==> src/logic/gpio_sevenseg.sv <==
//--------------------------------------------------
// Four-digit multiplexed hex display
// Shows value_i, active-low segments and anodes,
// one digit per 2^SCAN_DIV_W clocks
//--------------------------------------------------
`timescale 1ns/1ps

module gpio_sevenseg #(
	parameter int SCAN_DIV_W = 16
) (
	input  logic        clk_i,
	input  logic        arst_n_i,
	input  logic [15:0] value_i,
	output logic [6:0]  seg_o,
	output logic [3:0]  an_o
);

	logic [SCAN_DIV_W-1:0] div_q;
	logic [1:0]            digit_q;
	logic [3:0]            nibble;
	logic [6:0]            glyph;

	// Refresh divider and digit index
	always_ff @(posedge clk_i or negedge arst_n_i) begin
		if (!arst_n_i) begin
			div_q   <= '0;
			digit_q <= '0;
		end else begin
			div_q <= div_q + 1'b1;
			if (&div_q) begin
				digit_q <= digit_q + 1'b1;
			end
		end
	end

	assign nibble = value_i[digit_q*4 +: 4];

	// Segments g..a, active high here
	always_comb begin
		case (nibble)
			4'h0: glyph = 7'h3F;
			4'h1: glyph = 7'h06;
			4'h2: glyph = 7'h5B;
			4'h3: glyph = 7'h4F;
			4'h4: glyph = 7'h66;
			4'h5: glyph = 7'h6D;
			4'h6: glyph = 7'h7D;
			4'h7: glyph = 7'h07;
			4'h8: glyph = 7'h7F;
			4'h9: glyph = 7'h6F;
			4'hA: glyph = 7'h77;
			4'hB: glyph = 7'h7C;
			4'hC: glyph = 7'h39;
			4'hD: glyph = 7'h5E;
			4'hE: glyph = 7'h79;
			default: glyph = 7'h71;
		endcase
	end

	assign seg_o = ~glyph;
	assign an_o  = ~(4'b0001 << digit_q);

	// Exactly one digit lit, stepping on divider wrap
	a_one_digit: assert property (@(posedge clk_i) disable iff (!arst_n_i)
		$onehot(~an_o));
	a_digit_step: assert property (@(posedge clk_i) disable iff (!arst_n_i)
		(&div_q) |=> an_o == {$past(an_o[2:0]), $past(an_o[3])});

endmodule

==> config.mk <==
export PLATFORM = sky130hd
export DESIGN_NAME = gpio_sevenseg
export DESIGN_NICKNAME = d
export VERILOG_FILES = /design/src/logic/gpio_sevenseg.sv
export SDC_FILE = /design/constraint.sdc
export NUM_CORES = 1
export LEC_CHECK = 0
export BUFFER_PORTS_ARGS = -buffer_cell sky130_fd_sc_hd__buf_4
export CORE_MARGIN = 10
export CORE_UTILIZATION = 40
export DETAILED_ROUTE_END_ITERATION = 10
export PLACE_DENSITY = 0.64
export SLEW_MARGIN = 20
export SYNTH_ARGS = -nofsm -noshare
export SYNTH_HDL_FRONTEND = slang
export SYNTH_SLANG_ARGS = --single-unit
export TNS_END_PERCENT = 100
==> constraint.sdc <==
create_clock -name clk_i -period 2.7 [get_ports clk_i]
set_clock_uncertainty 0.1 [all_clocks]
set_input_delay 0.27 -clock clk_i [delete_from_list [all_inputs] [get_ports clk_i]]
set_output_delay 0.27 -clock clk_i [all_outputs]
set_load 0.05 [all_outputs]
Word level (Yosys, flattened, before mapping)
Memory sizes are Yosys's and may differ from the RTL's. Cells that the tools add are included.

Register bits: 18. Latch bits: 0. Bits in writable memories: 0. ROM bits: 112. Input bits: 18. Logic and storage cells: 10. Memories: 1.

Add/sub/neg operators: 2. $mul: 0. Div/mod/pow operators: 0. $lt $le $gt $ge: 0. Equality and inequality tests: 0. Shifts and indexed selects: 2. Multiplexer cells: 0. Bitwise gates (word level): 2. Reductions and logical operators: 1.

Memory list: (no name shown) (words 16, bits a word 7, read ports 1, clocked after Yosys merged registers in 0, write ports 0, line 40) `case (nibble)`.

Operator list (number): adder 16 x 1 -> 16 bit (second input constant) (1); AND reduction 16 bit (1); variable part select 16 x 5 -> 4 bit (1); NOT 7 bit (1); NOT 4 bit (1); left shift 1 x 2 -> 4 bit (first input constant) (1); adder 2 x 1 -> 2 bit (second input constant) (1).

Depth between registers and ports, before layout
An unclocked memory read counts as a cell.

Depth in word-level cells: 3. Depth in mapped cells: 7. Gate-level depth less buffers: 6.

Worst setup path after synthesis
OpenSTA, ideal clock, no wires.

Kind: reg2out. From: reg digit_q[0]. To: out seg_o[0]. Data arrival time: 2.557 ns. Data required time: 2.330 ns. Slack: -0.227 ns. Cell stages (with the launch flop): 7. Buffers on the path: 1. Cell sequence: dfrtp_1 buf_6 mux4_1 inv_1 ha_1 nor2_1 nor3_1.

Cells in the longest elaborated chain, start to end: 3.

Ends and longest elaborated chain: start, declared (line 19) `logic [1:0] digit_q;`; start signal, assigned (line 31) `digit_q <= digit_q + 1'b1;`; variable part select 16 x 5 -> 4 bit (line 36) `assign nibble = value_i[digit_q*4 +: 4];`; memory read (16 x 7 bit); NOT 7 bit (line 60) `assign seg_o = ~glyph;`; end, declared (line 14) `output logic [6:0] seg_o,`.

No other way between the ends.

Final worst setup path
From: reg digit_q[0]. To: out seg_o[3].

Same word-level chain as after synthesis.

==> results.py <==
metrics = {
    "status": {
        "status": "finished, final reports clean",
    },
    "cells_and_area": {
        "final_common_cell": "buf_4",
        "layout-drive-gt1-share_pct": 37.9,
        "area_delta_synth_final_pct": 33.1,
        "final_cell_mix": "34 x buf_4, 16 x dfrtp_1, 13 x xnor2_1",
        "diodes": 0,
        "final_cells": 171,
        "layout.nets": 170,
        "design_area_sq_um": 1530,
    },
    "yosys": {
        "yosysTopAreaCellShare_pct": 39.2,
        "ys_seq_elements": 18,
        "muxShareOfSynthArea_pct": 15.1,
        "synthAdderAreaFrac_pct": 12.0,
        "async_flop_share_pct": 100,
        "synth_xor_area_share_pct": 11.4,
        "syn-mean-instance-area_sq_um": 11.4,
        "synthCells": 101,
        "synth_edf_count": 0,
        "syn_area_sq_um": 1150,
        "yosysTopAreaCell": "dfrtp_1",
        "yosysSeqAreaShare_pct": 39.2,
        "ys_warn_count": 0,
        "syn_nets": 130,
        "synth_top_family_by_area": "multiplexers",
        "synthFlopType": "dfrtp_1",
        "ys_top_cells_by_area": "dfrtp_1 39%, ha_1 12%, xnor2_1 9.9%, mux4_2 5.9%, mux4_1 4.6%",
        "yosysUniqueCellTypes": 25,
        "synth_compound_area_share_pct": 3.26,
        "synth_simple_gate_area_share_pct": 13.2,
    },
    "setup_path": {
        "startpoint_type": "flop",
        "critPathRequiredTime_ns": 2.33,
        "crit_arrival_ns": 2.27,
        "r2r_start": "div_q[6]$_DFF_PN0_",
        "timing.critical_path.fanout_max": 6,
        "rr_worst_depth": 4,
        "worst_setup_path_end_kind": "output pin",
        "r2r-end": "digit_q[1]$_DFFE_PN0P_",
        "ff2ff_setup_slack_ns": 0.95,
        "crit_type": "reg2out",
    },
    "sta": {
        "slew_headroom_pct": 84.5,
        "fin_crit_sh_pct": 97.7,
        "hold_violations": 0,
        "fmaxAchievable_mhz": 379,
        "max_slew.worst_pin.slew_ns": 0.231,
        "setup_tns_ns": 0,
        "grt_setup_unrepaired": "true",
        "finalSetupViolCount": 0,
        "finalCriticalPeriod_ns": 2.64,
        "maxSlewViolCount": 0,
    },
    "floorplan": {
        "initial_core_util_pct": 41.7,
        "die_x_um": 73.6,
        "die_area_sq_um": 5420,
        "ios": 29,
        "die_h_um": 73.6,
        "coreArea_sq_um": 2760,
        "row_count": 19,
    },
    "global_route": {
        "antenna_found_initial": 0,
        "first_global_vias": 896,
        "grt_overflow": 0,
        "grt_pass1_wl_um": 4000,
        "grt_max_degree": 19,
        "track_usage_pct": 9.04,
    },
    "clock_tree": {
        "clock-sinks": 18,
        "numCtsBuffers": 3,
        "htree_levels": 1,
        "clk_pin_slew_ns": 0.10,
        "cts_tree": "done",
        "cts.path.max_buffers": 2,
        "cts_root_buf": "clkbuf_4",
        "clk_latency_ns": 0.29,
    },
    "detailed_routing": {
        "drt_first_iter_violations": 48,
        "wirelength_um": 3010,
        "viasPerCell": 5.49,
        "vias": 938,
        "wl_per_cell_um": 17.6,
        "drc": 0,
        "dr.pass1.iters": 4,
        "antenna_left": 0,
    },
    "pwr": {
        "leakage_nw": 0.733,
        "power_density_nw_per_um2": 367,
        "irDropWorstVdd_uv": 329,
        "finalPower_w": 0.000562,
    },
    "worst_hold_path": {
        "worstHoldPathType": "in2async",
    },
    "place": {
        "place_area_sq_um": 1390,
        "place_hpwl_um": 1950,
        "place_inst": 158,
        "place_congestion": 0.817,
        "portBuffers": 28,
    },
    "job": {
        "maxCapViolations": 0,
    },
}
[Yosys cell counts, drive strengths merged (3+ instances only)]
library cell	number
mux2	3
nand4	3
mux4	5
nand2	6
and3	4
nand3	6
and4	3
inv	11
dfrtp	18
xnor2	13
ha	11
[critical path: stages, from the launching register on]
cell     delay (ns)
dfrtp_2        0.44
mux4_2         0.59
ha_1           0.30
mux4_2         0.49
buf_6          0.17
[worst max path at each step]
| stage | start | endpoint | slack [ns] | cells past startpoint |
|---|---|---|---|---|
| floorplan | digit_q[0]$_DFFE_PN0P_ | seg_o[5] | -0.15 | 5 |
| global placement | digit_q[0]$_DFFE_PN0P_ | seg_o[3] | 0.25 | 6 |
| detailed placement | digit_q[0]$_DFFE_PN0P_ | seg_o[3] | 0.18 | 6 |
| CTS | digit_q[0]$_DFFE_PN0P_ | seg_o[3] | 0.002 | 6 |
| global route | digit_q[0]$_DFFE_PN0P_ | seg_o[3] | -0.03 | 6 |
| finish | digit_q[0]$_DFFE_PN0P_ | seg_o[3] | 0.06 | 4 |
[routing by layer]
metal  global-route usage (%)  vias to the layer above  routed length, um
li1                         -                      439                  -
met1                     9.92                      468               1110
met2                     16.0                       27               1670
met3                     2.29                        4                192
met4                     3.73                        0                 45
met5                        0                        -                  0
[state kept, by name, indices dropped and copies added (netlist names)]
name     flops
div_q       16
digit_q      2
[kinds of logic (layout without fill, tap and decap cells)]
group           Yosys count  in the layout
compound gates            6              6
xor+xnor                 15             15
buf+inv                  14             51
fa+ha+maj                11             11
flops                    18             18
simple gates             27             27
mux                      10             12
[where the power goes]
part / leakage [nW] / internal [W] / switching [W]
clock: 0.0210 / 0.0000820 / 0.0000785
combinational: 0.479 / 0.0000562 / 0.0000759
sequential: 0.234 / 0.000269 / 0
total: 0.733 / 0.000408 / 0.000154
[area by class of cell]
type / instances / area [sq um]
inverters: 11 / 41.3
clock buffers: 4 / 36.3
flip-flops and latches: 18 / 453
repair buffers: 36 / 277
fillers: 245 / 1230
multi-input cells: 71 / 684
well taps: 31 / 38.8
[stage by stage]
step	util, %	hold slack [ns]	setup slack, ns
2_1_floorplan	-	-0.126	-0.146
6_report	55.5	0.276	0.0632
5_1_grt	55.5	0.276	-0.0251
3_5_place_dp	50.2	0.0510	0.175
3_3_place_gp	50.2	0.0473	0.247
4_1_cts	52.0	0.271	0.00235
[repair_timing]
| action | CTS | global route |
|---|---|---|
| endpoints found under the setup margin | 4 | 5 |
| hold buffers | 1 | 0 |
| cloned | 0 | 2 |
| gates resized for setup | 3 | 6 |
| pin swaps | 0 | 0 |
| buffers inserted | 1 | 5 |
| hold endpoints to repair | 18 | 0 |
(Power assumes the default switching activity.)
