`src/logic/soc_pkg.sv`:
```
//--------------------------------------------------
// Shared definitions of the peripheral SoC
// Bus widths, Wishbone request/response structs,
// interrupt vector, register offsets, address map
//--------------------------------------------------
package soc_pkg;

	//--------------------------------------------------
	// Bus widths
	//--------------------------------------------------
	localparam int DATA_W = 32;
	localparam int ADDR_W = 32;
	localparam int SEL_W  = 4;

	// Master to slave
	typedef struct packed {
		logic [ADDR_W-1:0] adr;
		logic [DATA_W-1:0] dat;
		logic [SEL_W-1:0]  sel;
		logic              we;
		logic              cyc;
		logic              stb;
	} wb_req_t;

	// Slave to master
	typedef struct packed {
		logic [DATA_W-1:0] dat;
		logic              ack;
	} wb_rsp_t;

	// Interrupt lines, all active high
	typedef struct packed {
		logic timer1;
		logic gpio;
		logic timer0;
	} irq_vec_t;

	// Decoder targets
	typedef enum logic [1:0] {
		SLV_BRAM,
		SLV_TIMER,
		SLV_GPIO,
		SLV_NONE
	} slave_e;

	// Timer word offsets, bit 2 picks the channel
	typedef enum logic [2:0] {
		TMR_TCR0     = 3'd0,
		TMR_COMPARE0 = 3'd1,
		TMR_COUNTER0 = 3'd2,
		TMR_TCR1     = 3'd4,
		TMR_COMPARE1 = 3'd5,
		TMR_COUNTER1 = 3'd6
	} timer_reg_e;

	// GPIO word offsets
	typedef enum logic [1:0] {
		GPIO_IN       = 2'd0,
		GPIO_OUT      = 2'd1,
		GPIO_IRQ_MASK = 2'd2,
		GPIO_IRQ_PEND = 2'd3
	} gpio_reg_e;

	// Timer control bits
	localparam int TCR_EN    = 0;
	localparam int TCR_AR    = 1;
	localparam int TCR_IRQEN = 2;
	localparam int TCR_MATCH = 3;

	//--------------------------------------------------
	// Address map, region field is adr[31:17]
	//--------------------------------------------------
	localparam int REGION_LSB = 17;
	localparam int REGION_W   = ADDR_W - REGION_LSB;

	localparam logic [REGION_W-1:0] REGION_BRAM  = 15'h0000;
	localparam logic [REGION_W-1:0] REGION_TIMER = 15'h7001;
	localparam logic [REGION_W-1:0] REGION_GPIO  = 15'h7002;

endpackage
```
`src/logic/wb_decoder.sv`:
```
//--------------------------------------------------
// Wishbone address decoder for one master
// Strobes the slave picked by the region field,
// returns its response, acks unmapped accesses
//--------------------------------------------------
`timescale 1ns/1ps

module wb_decoder (
	input  logic             clk_i,
	input  logic             arst_n_i,
	input  soc_pkg::wb_req_t mst_req_i,
	output soc_pkg::wb_rsp_t mst_rsp_o,
	output soc_pkg::wb_req_t bram_req_o,
	output soc_pkg::wb_req_t timer_req_o,
	output soc_pkg::wb_req_t gpio_req_o,
	input  soc_pkg::wb_rsp_t bram_rsp_i,
	input  soc_pkg::wb_rsp_t timer_rsp_i,
	input  soc_pkg::wb_rsp_t gpio_rsp_i
);

	logic [soc_pkg::REGION_W-1:0] region;
	soc_pkg::slave_e              slv;
	logic                         none_ack;
	logic [2:0]                   slv_ack;
	logic [2:0]                   slv_stb;

	// Region field of the address
	assign region = mst_req_i.adr[soc_pkg::ADDR_W-1:soc_pkg::REGION_LSB];

	always_comb begin
		case (region)
			soc_pkg::REGION_BRAM:  slv = soc_pkg::SLV_BRAM;
			soc_pkg::REGION_TIMER: slv = soc_pkg::SLV_TIMER;
			soc_pkg::REGION_GPIO:  slv = soc_pkg::SLV_GPIO;
			default:               slv = soc_pkg::SLV_NONE;
		endcase
	end

	// Same request to all, strobe only to the target
	always_comb begin
		bram_req_o      = mst_req_i;
		timer_req_o     = mst_req_i;
		gpio_req_o      = mst_req_i;
		bram_req_o.stb  = mst_req_i.stb && (slv == soc_pkg::SLV_BRAM);
		timer_req_o.stb = mst_req_i.stb && (slv == soc_pkg::SLV_TIMER);
		gpio_req_o.stb  = mst_req_i.stb && (slv == soc_pkg::SLV_GPIO);
	end

	// Unmapped access, one-cycle ack, writes dropped
	always_ff @(posedge clk_i or negedge arst_n_i) begin
		if (!arst_n_i) begin
			none_ack <= 1'b0;
		end else begin
			none_ack <= mst_req_i.cyc && mst_req_i.stb &&
				(slv == soc_pkg::SLV_NONE) && !none_ack;
		end
	end

	// Response of the selected slave
	always_comb begin
		case (slv)
			soc_pkg::SLV_BRAM:  mst_rsp_o = bram_rsp_i;
			soc_pkg::SLV_TIMER: mst_rsp_o = timer_rsp_i;
			soc_pkg::SLV_GPIO:  mst_rsp_o = gpio_rsp_i;
			default: begin
				mst_rsp_o.dat = '0;
				mst_rsp_o.ack = none_ack;
			end
		endcase
	end

	//--------------------------------------------------
	// Checks
	//--------------------------------------------------
	assign slv_ack = {gpio_rsp_i.ack, timer_rsp_i.ack, bram_rsp_i.ack};
	assign slv_stb = {gpio_req_o.stb, timer_req_o.stb, bram_req_o.stb};

	// Never two responders at once
	a_single_ack: assert property (@(posedge clk_i) disable iff (!arst_n_i)
		$onehot0({slv_ack, none_ack}));

	// A slave only acks after being strobed
	a_ack_strobed: assert property (@(posedge clk_i) disable iff (!arst_n_i)
		(slv_ack & ~$past(slv_stb)) == 3'b000);

endmodule

```
`config.mk`:
```
export PLATFORM = sky130hd
export DESIGN_NAME = wb_decoder
export DESIGN_NICKNAME = d
export VERILOG_FILES = /design/src/logic/soc_pkg.sv /design/src/logic/wb_decoder.sv
export SDC_FILE = /design/constraint.sdc
export NUM_CORES = 1
export LEC_CHECK = 0
export BUFFER_PORTS_ARGS = -buffer_cell sky130_fd_sc_hd__buf_2
export CAP_MARGIN = 10
export CORE_AREA = 2 2 164 166
export CTS_CLUSTER_SIZE = 24
export DETAILED_ROUTE_END_ITERATION = 10
export DIE_AREA = 0 0 166 168
export GPL_ROUTABILITY_DRIVEN = 0
export PLACE_DENSITY = 0.42
export SLEW_MARGIN = 5
export SYNTH_ARGS = -nofsm -noshare
export SYNTH_HDL_FRONTEND = slang
export SYNTH_SLANG_ARGS = --single-unit
```
`constraint.sdc`:
```
create_clock -name clk_i -period 2.7 [get_ports clk_i]
set_input_delay 0 -clock clk_i [delete_from_list [all_inputs] [get_ports clk_i]]
set_output_delay 0 -clock clk_i [all_outputs]
set_load 0.01 [all_outputs]
```
Yosys cells after proc, flatten, opt, wreduce, memory -nomap -nowiden --
Index checks and enable logic that the tools add are counted.
Storage, ports and cells: output and inout port bits 246, input bits 172, word-level logic and storage cells 17, flip-flop bits (word level) 1
Operators by class: reduce and logical (&&, ||, !) cells 9, muxes and demuxes 2, equal/unequal tests 5
Operator list (number):
- one-hot mux 33 bit (3 select lines) | 1
- equality test 15 bit (second input constant) | 2
- logical NOT 15 bit | 1
- logical AND 1 bit | 6
- one-hot mux 2 bit (3 select lines) | 1
- equality test 2 bit (second input constant) | 2
- equality test 2 x 1 -> 1 bit (second input constant) | 1
- logical NOT 2 bit | 1
- logical NOT 1 bit | 1

Depth between registers and ports, before layout --
Gate-level depths: netlist of the first run.
depth after elaboration 5, gate-level depth with buffers 6, mapped depth without buffers 4

Worst setup path before layout of the first run --
OpenSTA, ideal clock, no wires.
kind input -> output, start input port mst_req_i[61] (netlist name), end output port mst_rsp_o[14] (netlist name), slack 1.594 ns, stages 6, arrival 1.106 ns, path through nor4_2 > nand3_1 > and4bb_1 > buf_4 > buf_6 > a221o_1
RTL lines:
- start: declaration | RTL line wb_decoder.sv:11 | input soc_pkg::wb_req_t mst_req_i,
- end: declaration | RTL line wb_decoder.sv:12 | output soc_pkg::wb_rsp_t mst_rsp_o,

==> flow_summary_export.csv, run 1 <==
group,metric,value,unit
logic_synthesis,syn_nets,482,
timing,hold_violations,0,
critical_path,crit_required,2700,ps
power,power_frac_seq,0.088,
logic_synthesis,syn_area,2360,sq um
timing,clock.fmax,534,MHz
min_path,hold_depth,0,
critical_path,critical-path-top-delay-family,"simple AND/OR/NAND/NOR gates",
grt,grt_pass1_wl,11.4,mm
detailed_routing,drc,0,
power,p_sw,0.0000803,W
min_path,min_from,"mst_req_i[55]",
detailed_routing,drt_iter0_drc,81,
critical_path,crit_slowest_cell,"and4bb_2",
critical_path,path_cells,"buf_2 -> nor4_2 -> nand3_1 -> and4bb_2 -> buf_4 -> a221o_1 -> buf_2",
detailed_routing,ant_nets,0,
critical_path,r2r_end,"none_ack$_DFF_PN0_",
logic_synthesis,synth_cell_types,23,
critical_path,worstSetupPathType,"primary input to primary output",
logic_synthesis,synth-seq-cells,1,
timing,period_minus_slack,1870,ps
detailed_routing,wl_per_cell,13.3,um
grt,antenna_found_initial,0,
timing,setup_ws,828,ps
placement,dp_cells,638,
final_layout,final_core_util,0.0839,
timing,max-slew-margin-rel,0.700,
logic_synthesis,synth.largest_area_cell,"buf_4",
floorplan,rows,60,
min_path,hold_end,"timer_req_o[55]",
placement,post-place-ws,727,ps
critical_path,cp_max_fo,18,
min_path,hp-class,"primary input to primary output",
floorplan,start_util,0.0895,
final_layout,fill_cells,3089,
placement,dp_hpwl,7.28,mm
power,peakVddDrop,0.0716,mV
detailed_routing,drtPass1Iterations,4,
final_layout,drive_above_1_share,0.711,
critical_path,rr_worst_depth,1,
grt,first_global_vias,1775,
placement,portBuffers,201,
final_layout,antennaDiodeCount,0,
critical_path,crit_path_start_kind,"primary input",
timing,setup_viol,0,
final_layout,regMostFlops,"none_ack",
logic_synthesis,syn_avg_cell_area,7.61,sq um
timing,rsz0062_at_grt,"no",
detailed_routing,num_vias,1836,
final_layout,nets,472,
timing,setup_tns,0,ps
placement,placed_area,2200,sq um
floorplan,io_pins,418,
timing,min_period_over_period,0.693,
critical_path,r2r-start,"none_ack$_DFF_PN0_",
critical_path,cpMostUsedCell,"buf_2",
timing,tightest_slew,447,ps
final_layout,stdcell_count,639,
timing,clock_skew,0,ps
logic_synthesis,synthCells,310,
logic_synthesis,yosys_warnings,0,
detailed_routing,wirelength,8.51,mm
grt,grt_max_degree,19,
floorplan,dieArea,27900,sq um
logic_synthesis,synth_area_leaders,"buf_4 67%, a221o_1 14%, and2_0 5.8%",
power,power_leakage,1.14,nW
floorplan,core_area,26400,sq um
final_layout,areaGrowthSynthToFinish,-6.31,%
power,swShare,0.430,
floorplan,fp.dieW,166,um
grt,grt_use_total,0.0538,
final_layout,layout_commonest_cell,"buf_2",
run_status,status,"complete, no violations",
clock_tree,clk_latency,0,ps
final_layout,largest_register_ff_count,1,
final_layout,final_area,2210,sq um
logic_synthesis,seq_area_frac_synth,0.0106,
critical_path,arrival,1870,ps
final_layout,mostFrequentLayoutCells,"201 x buf_2, 32 x a221o_1, 22 x and2_0",
power,powerDensity,84.5,nW/um^2
floorplan,die_h,168,um
critical_path,endpoint_kind,"primary output",
critical_path,path_buf_inv,3,
detailed_routing,routed_via_density,2.87,
power,p_comb_frac,0.912,
critical_path,critical_path.max_stage_delay,520,ps
job,maxCapViolCount,0,
timing,slew_viol_final,0,
critical_path,rrSetupSlack,2080,ps
power,cell_internal_pwr,0.000106,W
logic_synthesis,synth_top_area_frac,0.672,
power,clkPwrFrac,0,
grt,gr-total-overflow,0,
final_layout,top_regs,"none_ack x1",
-- worst max-delay path by stage --
stage	end	startpoint	cells past startpoint
after floorplan	mst_rsp_o[14]	mst_req_i[61]	6
after global placement	mst_rsp_o[13]	mst_req_i[61]	7
after detailed placement	mst_rsp_o[27]	mst_req_i[61]	7
after CTS	mst_rsp_o[27]	mst_req_i[61]	7
after global routing	mst_rsp_o[13]	mst_req_i[61]	7
final	mst_rsp_o[27]	mst_req_i[61]	7
-- what timing repair did --
item,4_1_cts,5_1_grt
setup endpoints to repair,0,0
buffers inserted,0,0
gates resized for setup,0,0
hold buffers,1,0
hold endpoints to repair,1,0
-- per-layer routing --
metal / up-vias / track usage / share of wire
li1: 810 / - / -
met1: 791 / 0.0614 / 0.38
met2: 191 / 0.0850 / 0.44
met3: 44 / 0.0242 / 0.13
met4: 0 / 0.0272 / 0.053
met5: - / 0 / 0
-- power by group through the flow --
stage	Clock, W	Sequential, W	Combinational [W]
floorplan	0	0.0000164	0.000330
global placement	0	0.0000164	0.000172
detailed placement	0	0.0000164	0.000172
CTS	0	0.0000164	0.000174
global route	0	0.0000165	0.000185
finish	0	0.0000164	0.000170
-- stage by stage --
stage	hold slack (ps)	total power [W]
after floorplan	-296	0.000346
after global placement	-223	0.000188
after detailed placement	-222	0.000188
after CTS	0.132	0.000190
after global routing	0.0273	0.000202
final	0.00479	0.000187
-- synth_stat cells --
cell type and number:
dfrtp_1 1, o21ai_0 1, nor3_1 2, clkbuf_1 3
nand3_1 1, and2_0 22, buf_4 211, buf_6 3
xor2_1 1, a221o_1 32, nor4_2 2, nand3b_1 1
buf_2 3, mux2_2 1, and4_1 1, nor4b_1 1
nor2_1 3, and2_1 13, nand2_1 4, a21oi_1 1
and4bb_1 1, a32o_1 1, and3_1 1
-- layout make-up --
cell class / count / area [sq um] / share of cell area
repair buffers: 208 / 1060 / 0.480
multi-input cells: 89 / 697 / 0.315
well taps: 341 / 427 / 0.193
flip-flops and latches: 1 / 25.0 / 0.0113
-- logic make-up after synthesis --
family          Yosys count  synth area share
flops                     1            0.0106
xor+xnor                  1           0.00371
mux                       1           0.00477
simple gates             52             0.140
buf+inv                 220             0.697
compound gates           35             0.144
Power figures use the tool's default switching activity.
==> run 2: changes to the inputs <==
==> constraint.sdc (replaced) <==
create_clock -name clk_i -period 1.94 [get_ports clk_i]
set_input_delay 0 -clock clk_i [delete_from_list [all_inputs] [get_ports clk_i]]
set_output_delay 0 -clock clk_i [all_outputs]
set_load 0.01 [all_outputs]
==> run 2 against run 1 <==
Against the previous run:
- wire length is 3.6% lower
- flip-flop and latch count stayed put
- design area is 0.34% higher
- power is 38% higher
- setup slack worse by 610 ps
- final cell count is 0.16% higher
- via count is 2.4% lower
- critical path depth stayed put
- critical path type unchanged
- largest power group unchanged
- highest routed layer unchanged
==> flow_summary_export.csv, run 2 (synthesis gave the netlist of run 1 again) <==
group,metric,value,unit
final_layout,areaGrowthSynthToFinish,-5.99,%
grt,antenna_found_initial,1,
power,powerDensity,116,nW/um^2
detailed_routing,drtPass1Iterations,4,
critical_path,crit_slowest_cell,"and4bb_2",
critical_path,endpoint_kind,"primary output",
floorplan,core_area,26400,sq um
detailed_routing,ant_nets,0,
placement,placed_area,2210,sq um
detailed_routing,drc,0,
detailed_routing,routed_via_density,2.80,
final_layout,top_regs,"none_ack x1",
power,power_leakage,1.14,nW
grt,gr-total-overflow,0,
final_layout,largest_register_ff_count,1,
floorplan,die_h,168,um
clock_tree,cts_resized,0,
grt,first_global_vias,1779,
clock_tree,ctsHoldBuffers,1,
placement,dp_hpwl,7.01,mm
floorplan,io_pins,418,
critical_path,path_buf_inv,3,
floorplan,rows,60,
final_layout,fill_cells,3112,
final_layout,final_core_util,0.0841,
timing,hold_violations,0,
critical_path,arrival,1720,ps
detailed_routing,wirelength,8.20,mm
final_layout,regMostFlops,"none_ack",
timing,clock_skew,0,ps
final_layout,antennaDiodeCount,0,
timing,setup_viol,0,
timing,slew_viol_final,0,
final_layout,mostFrequentLayoutCells,"201 x buf_2, 32 x a221o_1, 22 x and2_0",
timing,period_minus_slack,1720,ps
final_layout,final_area,2220,sq um
grt,grt_pass1_wl,11.1,mm
grt,grt_use_total,0.0522,
timing,clock.fmax,581,MHz
timing,rsz0062_at_grt,"no",
placement,portBuffers,201,
power,peakVddDrop,0.0969,mV
critical_path,critical-path-top-delay-family,"simple AND/OR/NAND/NOR gates",
critical_path,crit_required,1940,ps
clock_tree,post_cts_buffers,0,
final_layout,nets,473,
final_layout,layout_commonest_cell,"buf_2",
critical_path,crit_path_start_kind,"primary input",
min_path,hp-class,"primary input to primary output",
timing,holdWs,0.00481,ps
grt,grt_max_degree,20,
critical_path,worstSetupPathType,"primary input to primary output",
timing,setup_tns,0,ps
critical_path,cp_max_fo,18,
run_status,status,"complete, no violations",
floorplan,fp.dieW,166,um
floorplan,dieArea,27900,sq um
timing,min_period_over_period,0.888,
detailed_routing,wl_per_cell,12.8,um
detailed_routing,drt_iter0_drc,49,
floorplan,start_util,0.0895,
detailed_routing,num_vias,1792,
final_layout,drive_above_1_share,0.712,
clock_tree,clk_latency,0,ps
critical_path,path_cells,"buf_2 -> nor4_2 -> nand3_1 -> and4bb_2 -> buf_4 -> a221o_1 -> buf_2",
critical_path,critical_path.max_stage_delay,380,ps
timing,tightest_slew,276,ps
timing,max-slew-margin-rel,0.814,
job,maxCapViolCount,0,
critical_path,cpMostUsedCell,"buf_2",
## run 2: cell count changes in the layout (fill, tap and decap cells not counted), sizes merged
cell	change
buf	+1
## run 2: routing by layer
| layer | global-route usage | up-vias | wire, um |
|---|---|---|---|
| met3 | 0.0249 | 44 | 1170 |
| met2 | 0.0853 | 191 | 3640 |
| li1 | - | 808 | - |
| met1 | 0.0561 | 749 | 2930 |
| met5 | 0 | - | 0 |
| met4 | 0.0272 | 0 | 455 |
## run 2: final timing paths
| path | from | endpoint | slack (ps) | cells after the start |
|---|---|---|---|---|
| max in group asynchronous | arst_n_i | none_ack$_DFF_PN0_ | 1510 | 2 |
| max reg2reg | none_ack$_DFF_PN0_ | none_ack$_DFF_PN0_ | 1330 | 1 |
| max | mst_req_i[61] | mst_rsp_o[19] | 220 | 7 |
| min | mst_req_i[55] | timer_req_o[55] | 0.005 | 0 |
| min in group asynchronous | arst_n_i | none_ack$_DFF_PN0_ | 350 | 2 |
| min reg2reg | none_ack$_DFF_PN0_ | none_ack$_DFF_PN0_ | 420 | 1 |
## run 2: layout make-up
type	instances	area [sq um]	share of cell area
Timing Repair Buffer	209	1070	0.482
Sequential cell	1	25.0	0.0113
Multi-Input combinational cell	89	697	0.314
Tap cell	341	427	0.192
## run 2: stage by stage
stage / setup slack, ps / total power (W) / std cells
finish: 217 / 0.000258 / 640
floorplan: 834 / 0.000482 / 310
global route: 51.5 / 0.000279 / 640
CTS: 141 / 0.000262 / 640
global placement: 129 / 0.000260 / 639
detailed placement: 150 / 0.000259 / 639
## run 2: where the power goes
group	switching, W	internal, W
clock network	0	0
logic	0.000109	0.000126
registers	0.000000489	0.0000224
