**src/logic/soc_pkg.sv**
```systemverilog
//--------------------------------------------------
// Shared definitions of the peripheral SoC
// Bus widths, Wishbone request/response structs,
// interrupt vector, register offsets, address map
//--------------------------------------------------
package soc_pkg;

	//--------------------------------------------------
	// Bus widths
	//--------------------------------------------------
	localparam int DATA_W = 32;
	localparam int ADDR_W = 32;
	localparam int SEL_W  = 4;

	// Master to slave
	typedef struct packed {
		logic [ADDR_W-1:0] adr;
		logic [DATA_W-1:0] dat;
		logic [SEL_W-1:0]  sel;
		logic              we;
		logic              cyc;
		logic              stb;
	} wb_req_t;

	// Slave to master
	typedef struct packed {
		logic [DATA_W-1:0] dat;
		logic              ack;
	} wb_rsp_t;

	// Interrupt lines, all active high
	typedef struct packed {
		logic timer1;
		logic gpio;
		logic timer0;
	} irq_vec_t;

	// Decoder targets
	typedef enum logic [1:0] {
		SLV_BRAM,
		SLV_TIMER,
		SLV_GPIO,
		SLV_NONE
	} slave_e;

	// Timer word offsets, bit 2 picks the channel
	typedef enum logic [2:0] {
		TMR_TCR0     = 3'd0,
		TMR_COMPARE0 = 3'd1,
		TMR_COUNTER0 = 3'd2,
		TMR_TCR1     = 3'd4,
		TMR_COMPARE1 = 3'd5,
		TMR_COUNTER1 = 3'd6
	} timer_reg_e;

	// GPIO word offsets
	typedef enum logic [1:0] {
		GPIO_IN       = 2'd0,
		GPIO_OUT      = 2'd1,
		GPIO_IRQ_MASK = 2'd2,
		GPIO_IRQ_PEND = 2'd3
	} gpio_reg_e;

	// Timer control bits
	localparam int TCR_EN    = 0;
	localparam int TCR_AR    = 1;
	localparam int TCR_IRQEN = 2;
	localparam int TCR_MATCH = 3;

	//--------------------------------------------------
	// Address map, region field is adr[31:17]
	//--------------------------------------------------
	localparam int REGION_LSB = 17;
	localparam int REGION_W   = ADDR_W - REGION_LSB;

	localparam logic [REGION_W-1:0] REGION_BRAM  = 15'h0000;
	localparam logic [REGION_W-1:0] REGION_TIMER = 15'h7001;
	localparam logic [REGION_W-1:0] REGION_GPIO  = 15'h7002;

endpackage
```
**src/logic/wb_timer.sv**
```systemverilog
//--------------------------------------------------
// Two-channel Wishbone timer
// Per channel TCR, COMPARE and COUNTER words
// irq_o[n] is MATCH and IRQEN of channel n
//--------------------------------------------------
`timescale 1ns/1ps

module wb_timer (
	input  logic             clk_i,
	input  logic             arst_n_i,
	input  soc_pkg::wb_req_t req_i,
	output soc_pkg::wb_rsp_t rsp_o,
	output logic [1:0]       irq_o
);

	soc_pkg::timer_reg_e        reg_off;
	logic                       access;
	logic                       wr;
	logic                       ack_q;
	logic [soc_pkg::DATA_W-1:0] dat_q;
	logic [soc_pkg::DATA_W-1:0] rd_dat;
	logic [soc_pkg::DATA_W-1:0] rd_tcr [2];
	logic [soc_pkg::DATA_W-1:0] rd_cmp [2];
	logic [soc_pkg::DATA_W-1:0] rd_cnt [2];

	assign reg_off = soc_pkg::timer_reg_e'(req_i.adr[4:2]);
	assign access  = req_i.cyc && req_i.stb && !ack_q;
	assign wr      = access && req_i.we;

	//--------------------------------------------------
	// Channels
	//--------------------------------------------------
	for (genvar ch = 0; ch < 2; ch++) begin : g_chan
		localparam soc_pkg::timer_reg_e OFF_TCR =
			(ch == 0) ? soc_pkg::TMR_TCR0 : soc_pkg::TMR_TCR1;
		localparam soc_pkg::timer_reg_e OFF_CMP =
			(ch == 0) ? soc_pkg::TMR_COMPARE0 : soc_pkg::TMR_COMPARE1;
		localparam soc_pkg::timer_reg_e OFF_CNT =
			(ch == 0) ? soc_pkg::TMR_COUNTER0 : soc_pkg::TMR_COUNTER1;

		logic [3:0]                 tcr;
		logic [soc_pkg::DATA_W-1:0] cmp;
		logic [soc_pkg::DATA_W-1:0] cnt;
		logic                       hit;

		assign hit = (cnt == cmp);

		always_ff @(posedge clk_i or negedge arst_n_i) begin
			if (!arst_n_i) begin
				tcr <= '0;
				cmp <= '0;
				cnt <= '0;
			end else begin
				// Count while enabled
				if (tcr[soc_pkg::TCR_EN] && !(wr && reg_off == OFF_CNT)) begin
					if (hit) begin
						// Reload, or stop and hold the count
						if (tcr[soc_pkg::TCR_AR]) begin
							cnt <= '0;
						end else begin
							tcr[soc_pkg::TCR_EN] <= 1'b0;
						end
					end else begin
						cnt <= cnt + 1'b1;
					end
				end
				if (wr && reg_off == OFF_CNT) begin
					cnt <= req_i.dat;
				end
				if (wr && reg_off == OFF_CMP) begin
					cmp <= req_i.dat;
				end
				// Bus write wins over the stop on match
				if (wr && reg_off == OFF_TCR) begin
					tcr[soc_pkg::TCR_EN]    <= req_i.dat[soc_pkg::TCR_EN];
					tcr[soc_pkg::TCR_AR]    <= req_i.dat[soc_pkg::TCR_AR];
					tcr[soc_pkg::TCR_IRQEN] <= req_i.dat[soc_pkg::TCR_IRQEN];
					if (req_i.dat[soc_pkg::TCR_MATCH]) begin
						tcr[soc_pkg::TCR_MATCH] <= 1'b0;
					end
				end
				// A new match is never lost to a clear
				if (tcr[soc_pkg::TCR_EN] && hit) begin
					tcr[soc_pkg::TCR_MATCH] <= 1'b1;
				end
			end
		end

		assign irq_o[ch]  = tcr[soc_pkg::TCR_MATCH] & tcr[soc_pkg::TCR_IRQEN];
		assign rd_tcr[ch] = {{(soc_pkg::DATA_W-4){1'b0}}, tcr};
		assign rd_cmp[ch] = cmp;
		assign rd_cnt[ch] = cnt;

		// Interrupt only follows a match of a running channel
		a_irq_match: assert property (@(posedge clk_i) disable iff (!arst_n_i)
			irq_o[ch] |-> tcr[soc_pkg::TCR_MATCH] &&
				$past(tcr[soc_pkg::TCR_EN] || tcr[soc_pkg::TCR_MATCH]));
	end

	//--------------------------------------------------
	// Bus read side
	//--------------------------------------------------
	always_comb begin
		case (reg_off)
			soc_pkg::TMR_TCR0:     rd_dat = rd_tcr[0];
			soc_pkg::TMR_COMPARE0: rd_dat = rd_cmp[0];
			soc_pkg::TMR_COUNTER0: rd_dat = rd_cnt[0];
			soc_pkg::TMR_TCR1:     rd_dat = rd_tcr[1];
			soc_pkg::TMR_COMPARE1: rd_dat = rd_cmp[1];
			soc_pkg::TMR_COUNTER1: rd_dat = rd_cnt[1];
			default:               rd_dat = '0;
		endcase
	end

	always_ff @(posedge clk_i or negedge arst_n_i) begin
		if (!arst_n_i) begin
			ack_q <= 1'b0;
		end else begin
			ack_q <= access;
		end
	end

	always_ff @(posedge clk_i) begin
		if (access) begin
			dat_q <= rd_dat;
		end
	end

	assign rsp_o.dat = dat_q;
	assign rsp_o.ack = ack_q;

endmodule

```
**config.mk**
```make
export PLATFORM = sky130hd
export DESIGN_NAME = wb_timer
export DESIGN_NICKNAME = d
export VERILOG_FILES = /design/src/logic/soc_pkg.sv /design/src/logic/wb_timer.sv
export SDC_FILE = /design/constraint.sdc
export NUM_CORES = 1
export LEC_CHECK = 0
export BUFFER_PORTS_ARGS = -buffer_cell sky130_fd_sc_hd__clkbuf_2
export CORE_MARGIN = 3
export CORE_UTILIZATION = 40
export DETAILED_ROUTE_END_ITERATION = 7
export SYNTH_ARGS = -nofsm -noshare
export SYNTH_HDL_FRONTEND = slang
export SYNTH_SLANG_ARGS = --single-unit
```
**constraint.sdc**
```tcl
create_clock -name clk_i -period 2.4 [get_ports clk_i]
set_input_delay 0.12 -clock clk_i [delete_from_list [all_inputs] [get_ports clk_i]]
set_output_delay 0.12 -clock clk_i [all_outputs]
set_load 0.1 [all_outputs]
```
* Word level (Yosys, flattened, before mapping)
Index checks and enable logic that the tools add are counted.
Operators by class: $mul 0, divide/modulo/power cells 0, $lt $le $gt $ge 0, $add $sub $neg 2, bitwise logic cells 2, reductions and logical operators 33, eq/ne operators 11, shift-type cells 0, muxes and demuxes 20
Operator list (count):
- $mux W32 | 8
- $pmux W32 S6 | 1
- $add A32 B1 Y32 const B | 2
- $eq A32 B32 Y1 | 2
- $reduce_bool A2 Y1 | 10
- $logic_and A1 B1 Y1 | 13
- $eq A3 B3 Y1 const B | 3
- $mux W1 | 9
- $mux W4 | 2
- $reduce_and A2 Y1 | 4
- $ne A3 B2 Y1 const B | 2
- $reduce_and A3 Y1 | 2
- $ne A2 B1 Y1 const B | 2
- $eq A3 B1 Y1 const B | 1
- $eq A3 B2 Y1 const B | 1
- $logic_not A1 Y1 | 3
- $logic_not A3 Y1 | 1
- $and A1 B1 Y1 | 2
Storage, ports and cells: register bits after elaboration 169, bits in read-only memories 0, input bits 73, logic and storage cells 80, bits in latches 0, memory bits (writable) 0, memories kept 0

* Longest topological paths before layout
Gate-level depths: netlist of run 1.
word-level depth 9, depth in mapped cells 9

* Least setup slack after synthesis of run 1
OpenSTA, ideal clock, no wires.
path kind reg2reg, start point register ack_q, end point register dat_q[0] in the netlist's numbering (enable), slack 0.197 ns, clock period less this slack 2.203 ns, path buffers 0, setup time 0.423 ns, arrival time 1.780 ns, cell stages (with the launch flop) 2, cell sequence dfrtp_1 > nor2_1
Between the ends: word-level cells in the longest chain between the ends 2
Ends and longest elaborated chain:
- start, declared | line wb_timer.sv:19 | logic ack_q;
- start signal, assigned | line wb_timer.sv:119 | ack_q <= access;
- $logic_not A1 Y1 | line wb_timer.sv:27 | assign access = req_i.cyc && req_i.stb && !ack_q;
- $logic_and A1 B1 Y1 | line wb_timer.sv:27
- net access | line wb_timer.sv:17 | logic access;
- end signal, assigned | line wb_timer.sv:125 | dat_q <= rd_dat;
- end, declared | line wb_timer.sv:20 | logic [soc_pkg::DATA_W-1:0] dat_q;
The timed path passes the listed nets, and every way through them passes these cells. A chain may end at the register's enable or synchronous reset.

* Worst setup path in the final report of run 1
start point register g_chan[0].cnt[3] in the netlist's numbering, end point register g_chan[0].cnt[18] in the netlist's numbering
Between the ends: word-level cells in the longest chain between the ends 4, elaborated cells between the ends (all ways) 7
Ends and longest elaborated chain:
- start, declared | line wb_timer.sv:43 | logic [soc_pkg::DATA_W-1:0] cnt;
- start signal, assigned | line wb_timer.sv:64 | cnt <= cnt + 1'b1;
- start signal, assigned | line wb_timer.sv:68 | cnt <= req_i.dat;
- $add A32 B1 Y32 or $eq A32 B32 Y1 (tied branches) | line wb_timer.sv:64, wb_timer.sv:46
- $mux W32 | line wb_timer.sv:56 | if (hit) begin
- $mux W32 | line wb_timer.sv:55 | if (tcr[soc_pkg::TCR_EN] && !(wr && reg_off == OFF_CNT)) begin
- $mux W32 | line wb_timer.sv:67 | if (wr && reg_off == OFF_CNT) begin
Parallel ways exist; a longest one is shown, timed or not. The select of a mux whose other input is x is not followed.

==> results.md, run 1 <==
* Pleak at 5.30 nW
* Nets@finish at 1220
* Detail Placement HPWL at 25100 um
* Post-synth top area cell: dfrtp_1
* Routed vias at 8809
* Crit path max-delay cell type: dfrtp_1
* R2R cell count at 11
* Drt pass-1 iters at 6
* H-tree levels at 4
* DRC at 0
* Root buf cell: clkbuf_16
* Area delta synth->final at 22.3%
* Synth warn at 0
* Initial core utilization at 0.409
* FP Rows at 57
* Multi-input gate area at 5140 sq um
* Pin count of the biggest net entering global routing at 61
* Max-cap violations at 0
* Layout cell share with drive strength beyond 1 at 0.302
* Initial DRC Count at 799
* First-pass GRT wire length at 52300 um
* Die area at 26900 sq um
* Register area at 4390 sq um
* TritonCTS clock tree: built
* Clock Skew at 0.00942 ns
* Worst skew pair latency at 0.43 ns
* Asr flop ratio synth at 0.811
* Synth Instances at 993
* Antenna cell count at 0
* Die Ht at 164 um
* Fmax at 0.437 GHz
* CTS clk-pin slew, worst paths at 0.07 ns
* I/O pin count at 108
* Final wirelength at 34000 um
* Worst Hold Class: in2reg
* Required @ worst endpoint at 2.73 ns
* Synth top area share at 0.344
* Non-Filler Instances at 1482
* Via density at 5.94
* Final Cycle Share at 0.954
* Crit Path Class: reg2reg
* Synth Area in XOR/XNOR at 0.0571
* Synth Flop Type: dfrtp_1
* Startpoint types: register
* Critical path endpoint: g_chan[0].cnt[18]
* Synth top area cells: dfrtp_1 34%, edfxtp_1 9.6%, mux2_2 6.7%
* Most frequent cell after synthesis: dfrtp_1
* Multiplexer share of the synthesized area at 0.0892
* CTS buffer count at 17
* Wire per inst at 22.9 um
* Crit Path Max Fanout at 10
* Synth Area in Simple Gates at 0.175
* Total track usage at 0.259
* CP most frequent cell: buf_4
* Seq/Total Area, Yosys at 0.440
* FF+latch count, synth at 169
* FF-to-FF End: g_chan[0].cnt[18]
* Mapped cell area at 9980 sq um
* Core Area at 24400 sq um
* Nature of the critical path endpoint: register
* Synth cell count leaders: 137 x dfrtp_1, 114 x nand2_1, 72 x a22oi_1
* Worst Path Arrival at 2.62 ns
* Max clock buf depth at 2
* Placed cell count at 1445
* Post-synthesis adder-cell area fraction at 0.00251
* Max stage delay on crit path at 0.39 ns
* Vias in the first global route at 8539
* CP Cell Sequence: xor2_1 -> buf_4 -> nor4_2 -> buf_4 -> nand4_2 -> buf_4 -> o211ai_4 -> buf_12 -> buf_4 -> o41ai_1 -> a21o_1
* # fillers at 2278
* Synth Area in Compound Gates at 0.182
* Overflow after GRT at 0
* Post-synth EDFFs at 32
* TritonCTS Sinks at 169
* Initial antenna violation count at 0
* Final Critical Period at 2.29 ns
* Setup bufs post-CTS at 0
* Mapped Nets at 1068
* Synth cell types at 77
* Hold Vio Cnt, Final at 0
* Worst VDD drop at 0.000461 V
* Outcome: finished, final reports clean
* Worst slew margin at 0.587
* Post-layout util at 0.500
* Antenna violation net count after detailed routing at 0
* Port bufs at 74
* Finish-stage setup viols at 0
* Crit path from: g_chan[0].cnt[3]
* Syn Area/Cell at 10.0 sq um
* Routability Congestion at 0.901
* PD cells at 783 nW/um^2
* Worst hold margin at 0.0117 ns
* Unrepaired setup endpoints after global routing: false
* R2r setup slk at 0.11 ns
* Largest family of logic cells by synthesized area: compound AO/OA/AOI/OAI gates
* Worst Tran Pin Value at 0.618 ns
* R2R Path Start: g_chan[0].cnt[3]
* Final slew viol count at 0
* Die span in x at 164 um
* Power, Total at 0.00955 W
-- flip-flops by register name (all words and copies together) (netlist names) --
signal and flops:
ack_q 1, g_chan.cnt 64, dat_q 32, g_chan.cmp 64
g_chan.tcr 8
-- area by class of cell --
class,count,share of cell area
clock buffers,21,0.0403
well taps,324,0.0332
repair buffers,214,0.123
flip-flops and latches,169,0.360
inverters,36,0.0111
clock inverters,11,0.0109
multi-input cells,707,0.422
-- layout by cell type, fill, tap and decap left out, types with 14 or more instances in the layout --
master / count
a21oi_1: 29
o22ai_1: 16
nand2_1: 114
nor3_1: 22
mux2_2: 59
o21ai_0: 24
inv_1: 36
nor2_1: 33
edfxtp_1: 32
buf_4: 130
nand3_1: 31
clkbuf_16: 18
xor2_1: 64
clkbuf_2: 73
dfrtp_1: 137
nor4_2: 14
a22oi_1: 72
nand4_1: 19
-- cell families (layout without fill, tap and decap cells) --
| logic type | count (synthesis) | after routing |
|---|---|---|
| AND/OR/NAND/NOR | 317 | 317 |
| AO/OA/AOI/OAI | 245 | 245 |
| flip-flops | 169 | 169 |
| buffers and inverters | 117 | 282 |
| multiplexers | 78 | 78 |
| XOR/XNOR | 65 | 65 |
| adder cells (fa/ha/maj) | 2 | 2 |
-- what timing repair did --
action,in CTS,in global routing
pin swaps,0,1
endpoints found under the setup margin,12,46
endpoints found under the hold margin,61,0
gates cloned,0,0
hold buffers,5,0
gates resized for setup,1,11
-- per-layer routing --
| metal | share of wire | vias up | wire (um) | GRT usage |
|---|---|---|---|---|
| met5 | 0 | - | 0 | 0 |
| met4 | 0.033 | 0 | 1120 | 0.0830 |
| met3 | 0.066 | 58 | 2240 | 0.0356 |
| met2 | 0.47 | 398 | 15800 | 0.421 |
| met1 | 0.44 | 4361 | 14800 | 0.359 |
| li1 | - | 3992 | - | - |
-- stage by stage --
stage | setup WS [ns] | setup TNS [ns] | area (sq um)
3_3_place_gp | -0.0790 | -0.224 | 11500
4_1_cts | 0.0117 | 0 | 12100
5_1_grt | 0.00416 | 0 | 12200
2_1_floorplan | 0.197 | 0 | 9980
6_report | 0.109 | 0 | 12200
3_5_place_dp | -0.0891 | -0.274 | 11500
-- power by group --
| part | total (W) | switching, W | internal, W |
|---|---|---|---|
| sequential | 0.00378 | 0.000398 | 0.00338 |
| clock | 0.00292 | 0.00123 | 0.00169 |
| combinational | 0.00285 | 0.00174 | 0.00111 |
-- critical path: cells and delay by family (launching register included) --
family	cells	cell delay, ns
AND/OR/NAND/NOR	2	0.34
AO/OA/AOI/OAI	3	0.45
buffers and inverters	5	0.85
XOR/XNOR	1	0.16
flip-flops	1	0.39
-- worst min-delay path by stage --
stage                          from                end  slack [ns]  cells after the start
after CTS                 req_i[21]  g_chan[0].cmp[14]       0.006                      2
after detailed placement   arst_n_i   g_chan[0].cmp[1]        0.16                      1
after global routing      req_i[31]  g_chan[1].cmp[24]       0.005                      2
after floorplan            arst_n_i              ack_q       -0.18                      0
final                     req_i[31]  g_chan[1].cmp[24]        0.01                      2
after global placement     arst_n_i   g_chan[0].cmp[1]        0.15                      1
Note: power is estimated with default switching activity, not from simulation.
==> run 2: changes to the inputs <==
--- a/config.mk
+++ b/config.mk
@@ -8,6 +8,7 @@
 export BUFFER_PORTS_ARGS = -buffer_cell sky130_fd_sc_hd__clkbuf_2
 export CORE_MARGIN = 3
 export CORE_UTILIZATION = 40
+export CTS_BUF_LIST = sky130_fd_sc_hd__clkbuf_4 sky130_fd_sc_hd__clkbuf_8
 export DETAILED_ROUTE_END_ITERATION = 7
 export SYNTH_ARGS = -nofsm -noshare
 export SYNTH_HDL_FRONTEND = slang
==> results.md, run 2 (synthesized netlist as in run 1, its figures left out) <==
* Post-route setup slack at 0.0754 ns (-0.0339 ns)
* H-tree levels at 4 (unchanged)
* Vias in the first global route at 8564 (+0.29%)
* Hold Vio Cnt, Final at 0 (unchanged)
* Nature of the critical path endpoint: register
* Layout cell share with drive strength beyond 1 at 0.297 (-0.00573)
* First-pass GRT wire length at 51900 um (-0.80%)
* Die span in x at 164 um (unchanged)
* DRC at 0 (unchanged)
* Worst Tran Pin Value at 0.607 ns (-0.0114 ns)
* Max-cap violations at 0 (unchanged)
* Pin count of the biggest net entering global routing at 61 (unchanged)
* Worst Path Arrival at 2.72 ns (+0.10 ns)
* Worst slew margin at 0.595 (+0.00854)
* TritonCTS clock tree: built
* Total track usage at 0.257 (-0.00196)
* Initial core utilization at 0.409 (unchanged)
* R2R cell count at 6 (-5)
* CTS buffer count at 17 (unchanged)
* Nets@finish at 1239 (+1.6%)
* Port bufs at 74 (unchanged)
* Core Area at 24400 sq um (unchanged)
* Placed cell count at 1445 (unchanged)
* Routed vias at 8825 (+0.18%)
* CTS clk-pin slew, worst paths at 0.10 ns (+0.03 ns)
* TritonCTS Sinks at 169 (unchanged)
* Most frequent cells in the layout: 137 x dfrtp_1, 130 x buf_4, 114 x nand2_1
* Root buf cell: clkbuf_8
* Max clock buf depth at 2 (unchanged)
* Fmax at 0.430 GHz (-1.5%)
* Detail Placement HPWL at 25100 um (unchanged)
* Worst VDD drop at 0.000402 V (-13%)
* Drt pass-1 iters at 5 (-1)
* Hold-critical path depth at 2 (unchanged)
* I/O pin count at 108 (unchanged)
* Worst skew pair latency at 0.48 ns (+0.05 ns)
* Overflow after GRT at 0 (unchanged)
* Die Ht at 164 um (unchanged)
* Area delta synth->final at 22.3% (about the same)
* Non-Filler Instances at 1501 (+1.3%)
* Clock Skew at 0.0179 ns (+0.00852 ns)
* PD cells at 731 nW/um^2 (-6.7%)
* FP Rows at 57 (unchanged)
* Finish-stage setup viols at 0 (unchanged)
* Crit Path Class: reg2reg
* Via density at 5.88 (-1.1%)
* Worst Hold Class: in2reg
* Wire per inst at 22.5 um (-1.7%)
* Routability Congestion at 0.901 (unchanged)
* Final wirelength at 33800 um (-0.49%)
* Commonest non-fill, non-tap cell in the layout: dfrtp_1
* Final Cycle Share at 0.969 (+0.0141)
* Largest regs: g_chan.cmp x64, g_chan.cnt x64, dat_q x32
* Required @ worst endpoint at 2.80 ns (+0.07 ns)
* Final Critical Period at 2.32 ns (+0.0339 ns)
* Antenna violation net count after detailed routing at 0 (unchanged)
* Final slew viol count at 0 (unchanged)
* Antenna cell count at 0 (unchanged)
* Pleak at 5.29 nW (-0.15%)
* Die area at 26900 sq um (unchanged)
* Crit Path Max Fanout at 6 (-4)
* Place WS at -0.0891 ns (unchanged)
* Outcome: finished, final reports clean
* Startpoint types: register
* Initial DRC Count at 803 (+0.50%)
* Setup bufs post-CTS at 0 (unchanged)
* Initial antenna violation count at 0 (unchanged)
[run 2: path summary, 6_finish.rpt]
kind	startpoint	to	slack, ns
setup / recovery	g_chan[1].cnt[24]	g_chan[1].cnt[10]	0.08
hold / removal	req_i[18]	g_chan[1].cmp[11]	0.009
setup reg to reg	g_chan[1].cnt[24]	g_chan[1].cnt[10]	0.08
hold reg to reg	g_chan[1].tcr[2]	g_chan[1].tcr[2]	0.51
max in group asynchronous	arst_n_i	g_chan[1].cmp[1]	1.46
min in group asynchronous	arst_n_i	g_chan[0].cnt[6]	0.19
[run 2: final cells by class]
| cell class | count | area [sq um] |
|---|---|---|
| inverters | 36 | 135 |
| repair buffers | 233 | 1690 |
| flip-flops and latches | 169 | 4390 |
| well taps | 324 | 405 |
| clock buffers | 20 | 275 |
| multi-input cells | 707 | 5140 |
| clock inverters | 12 | 163 |
| fillers | 2295 | 12200 |
[run 2: worst max-delay path: stages, from the launching register on]
cell	delay, ns
dfrtp_1	0.40
xor2_1	0.22
nor4_4	0.40
nand4_2	0.29
or3_1	0.56
a21boi_0	0.18
o221ai_1	0.20
[run 2: report_power, final]
group	internal, W	switching, W
clock	0.00113	0.00113
combinational	0.00113	0.00175
sequential	0.00338	0.000401
[run 2: what timing repair did]
item                                    CTS  global route
endpoints found under the setup margin   12            47
pin swaps                                 0             1
hold buffers                             24             0
resized for setup                         1            10
hold endpoints to repair                108             0
[run 2: stage by stage]
| stage | total power (W) | hold WS, ns | area, sq um | TNS, ns | utilization |
|---|---|---|---|---|---|
| global route | 0.00934 | 0.00428 | 12200 | -0.0400 | 0.500 |
| detailed placement | 0.00656 | 0.156 | 11500 | -0.274 | 0.469 |
| global placement | 0.00653 | 0.154 | 11500 | -0.224 | 0.469 |
| CTS | 0.00887 | 0.00116 | 12100 | 0 | 0.498 |
| floorplan | 0.00547 | -0.176 | 9980 | 0 | - |
| finish | 0.00891 | 0.00874 | 12200 | 0 | 0.500 |
[run 2: layer usage]
layer  GRT usage  vias up  part of all wire
met4      0.0919        0             0.033
met3      0.0348       50             0.055
met1       0.360     4385              0.45
met2       0.410      359              0.46
met5           0        -                 0
li1            -     4031                 -
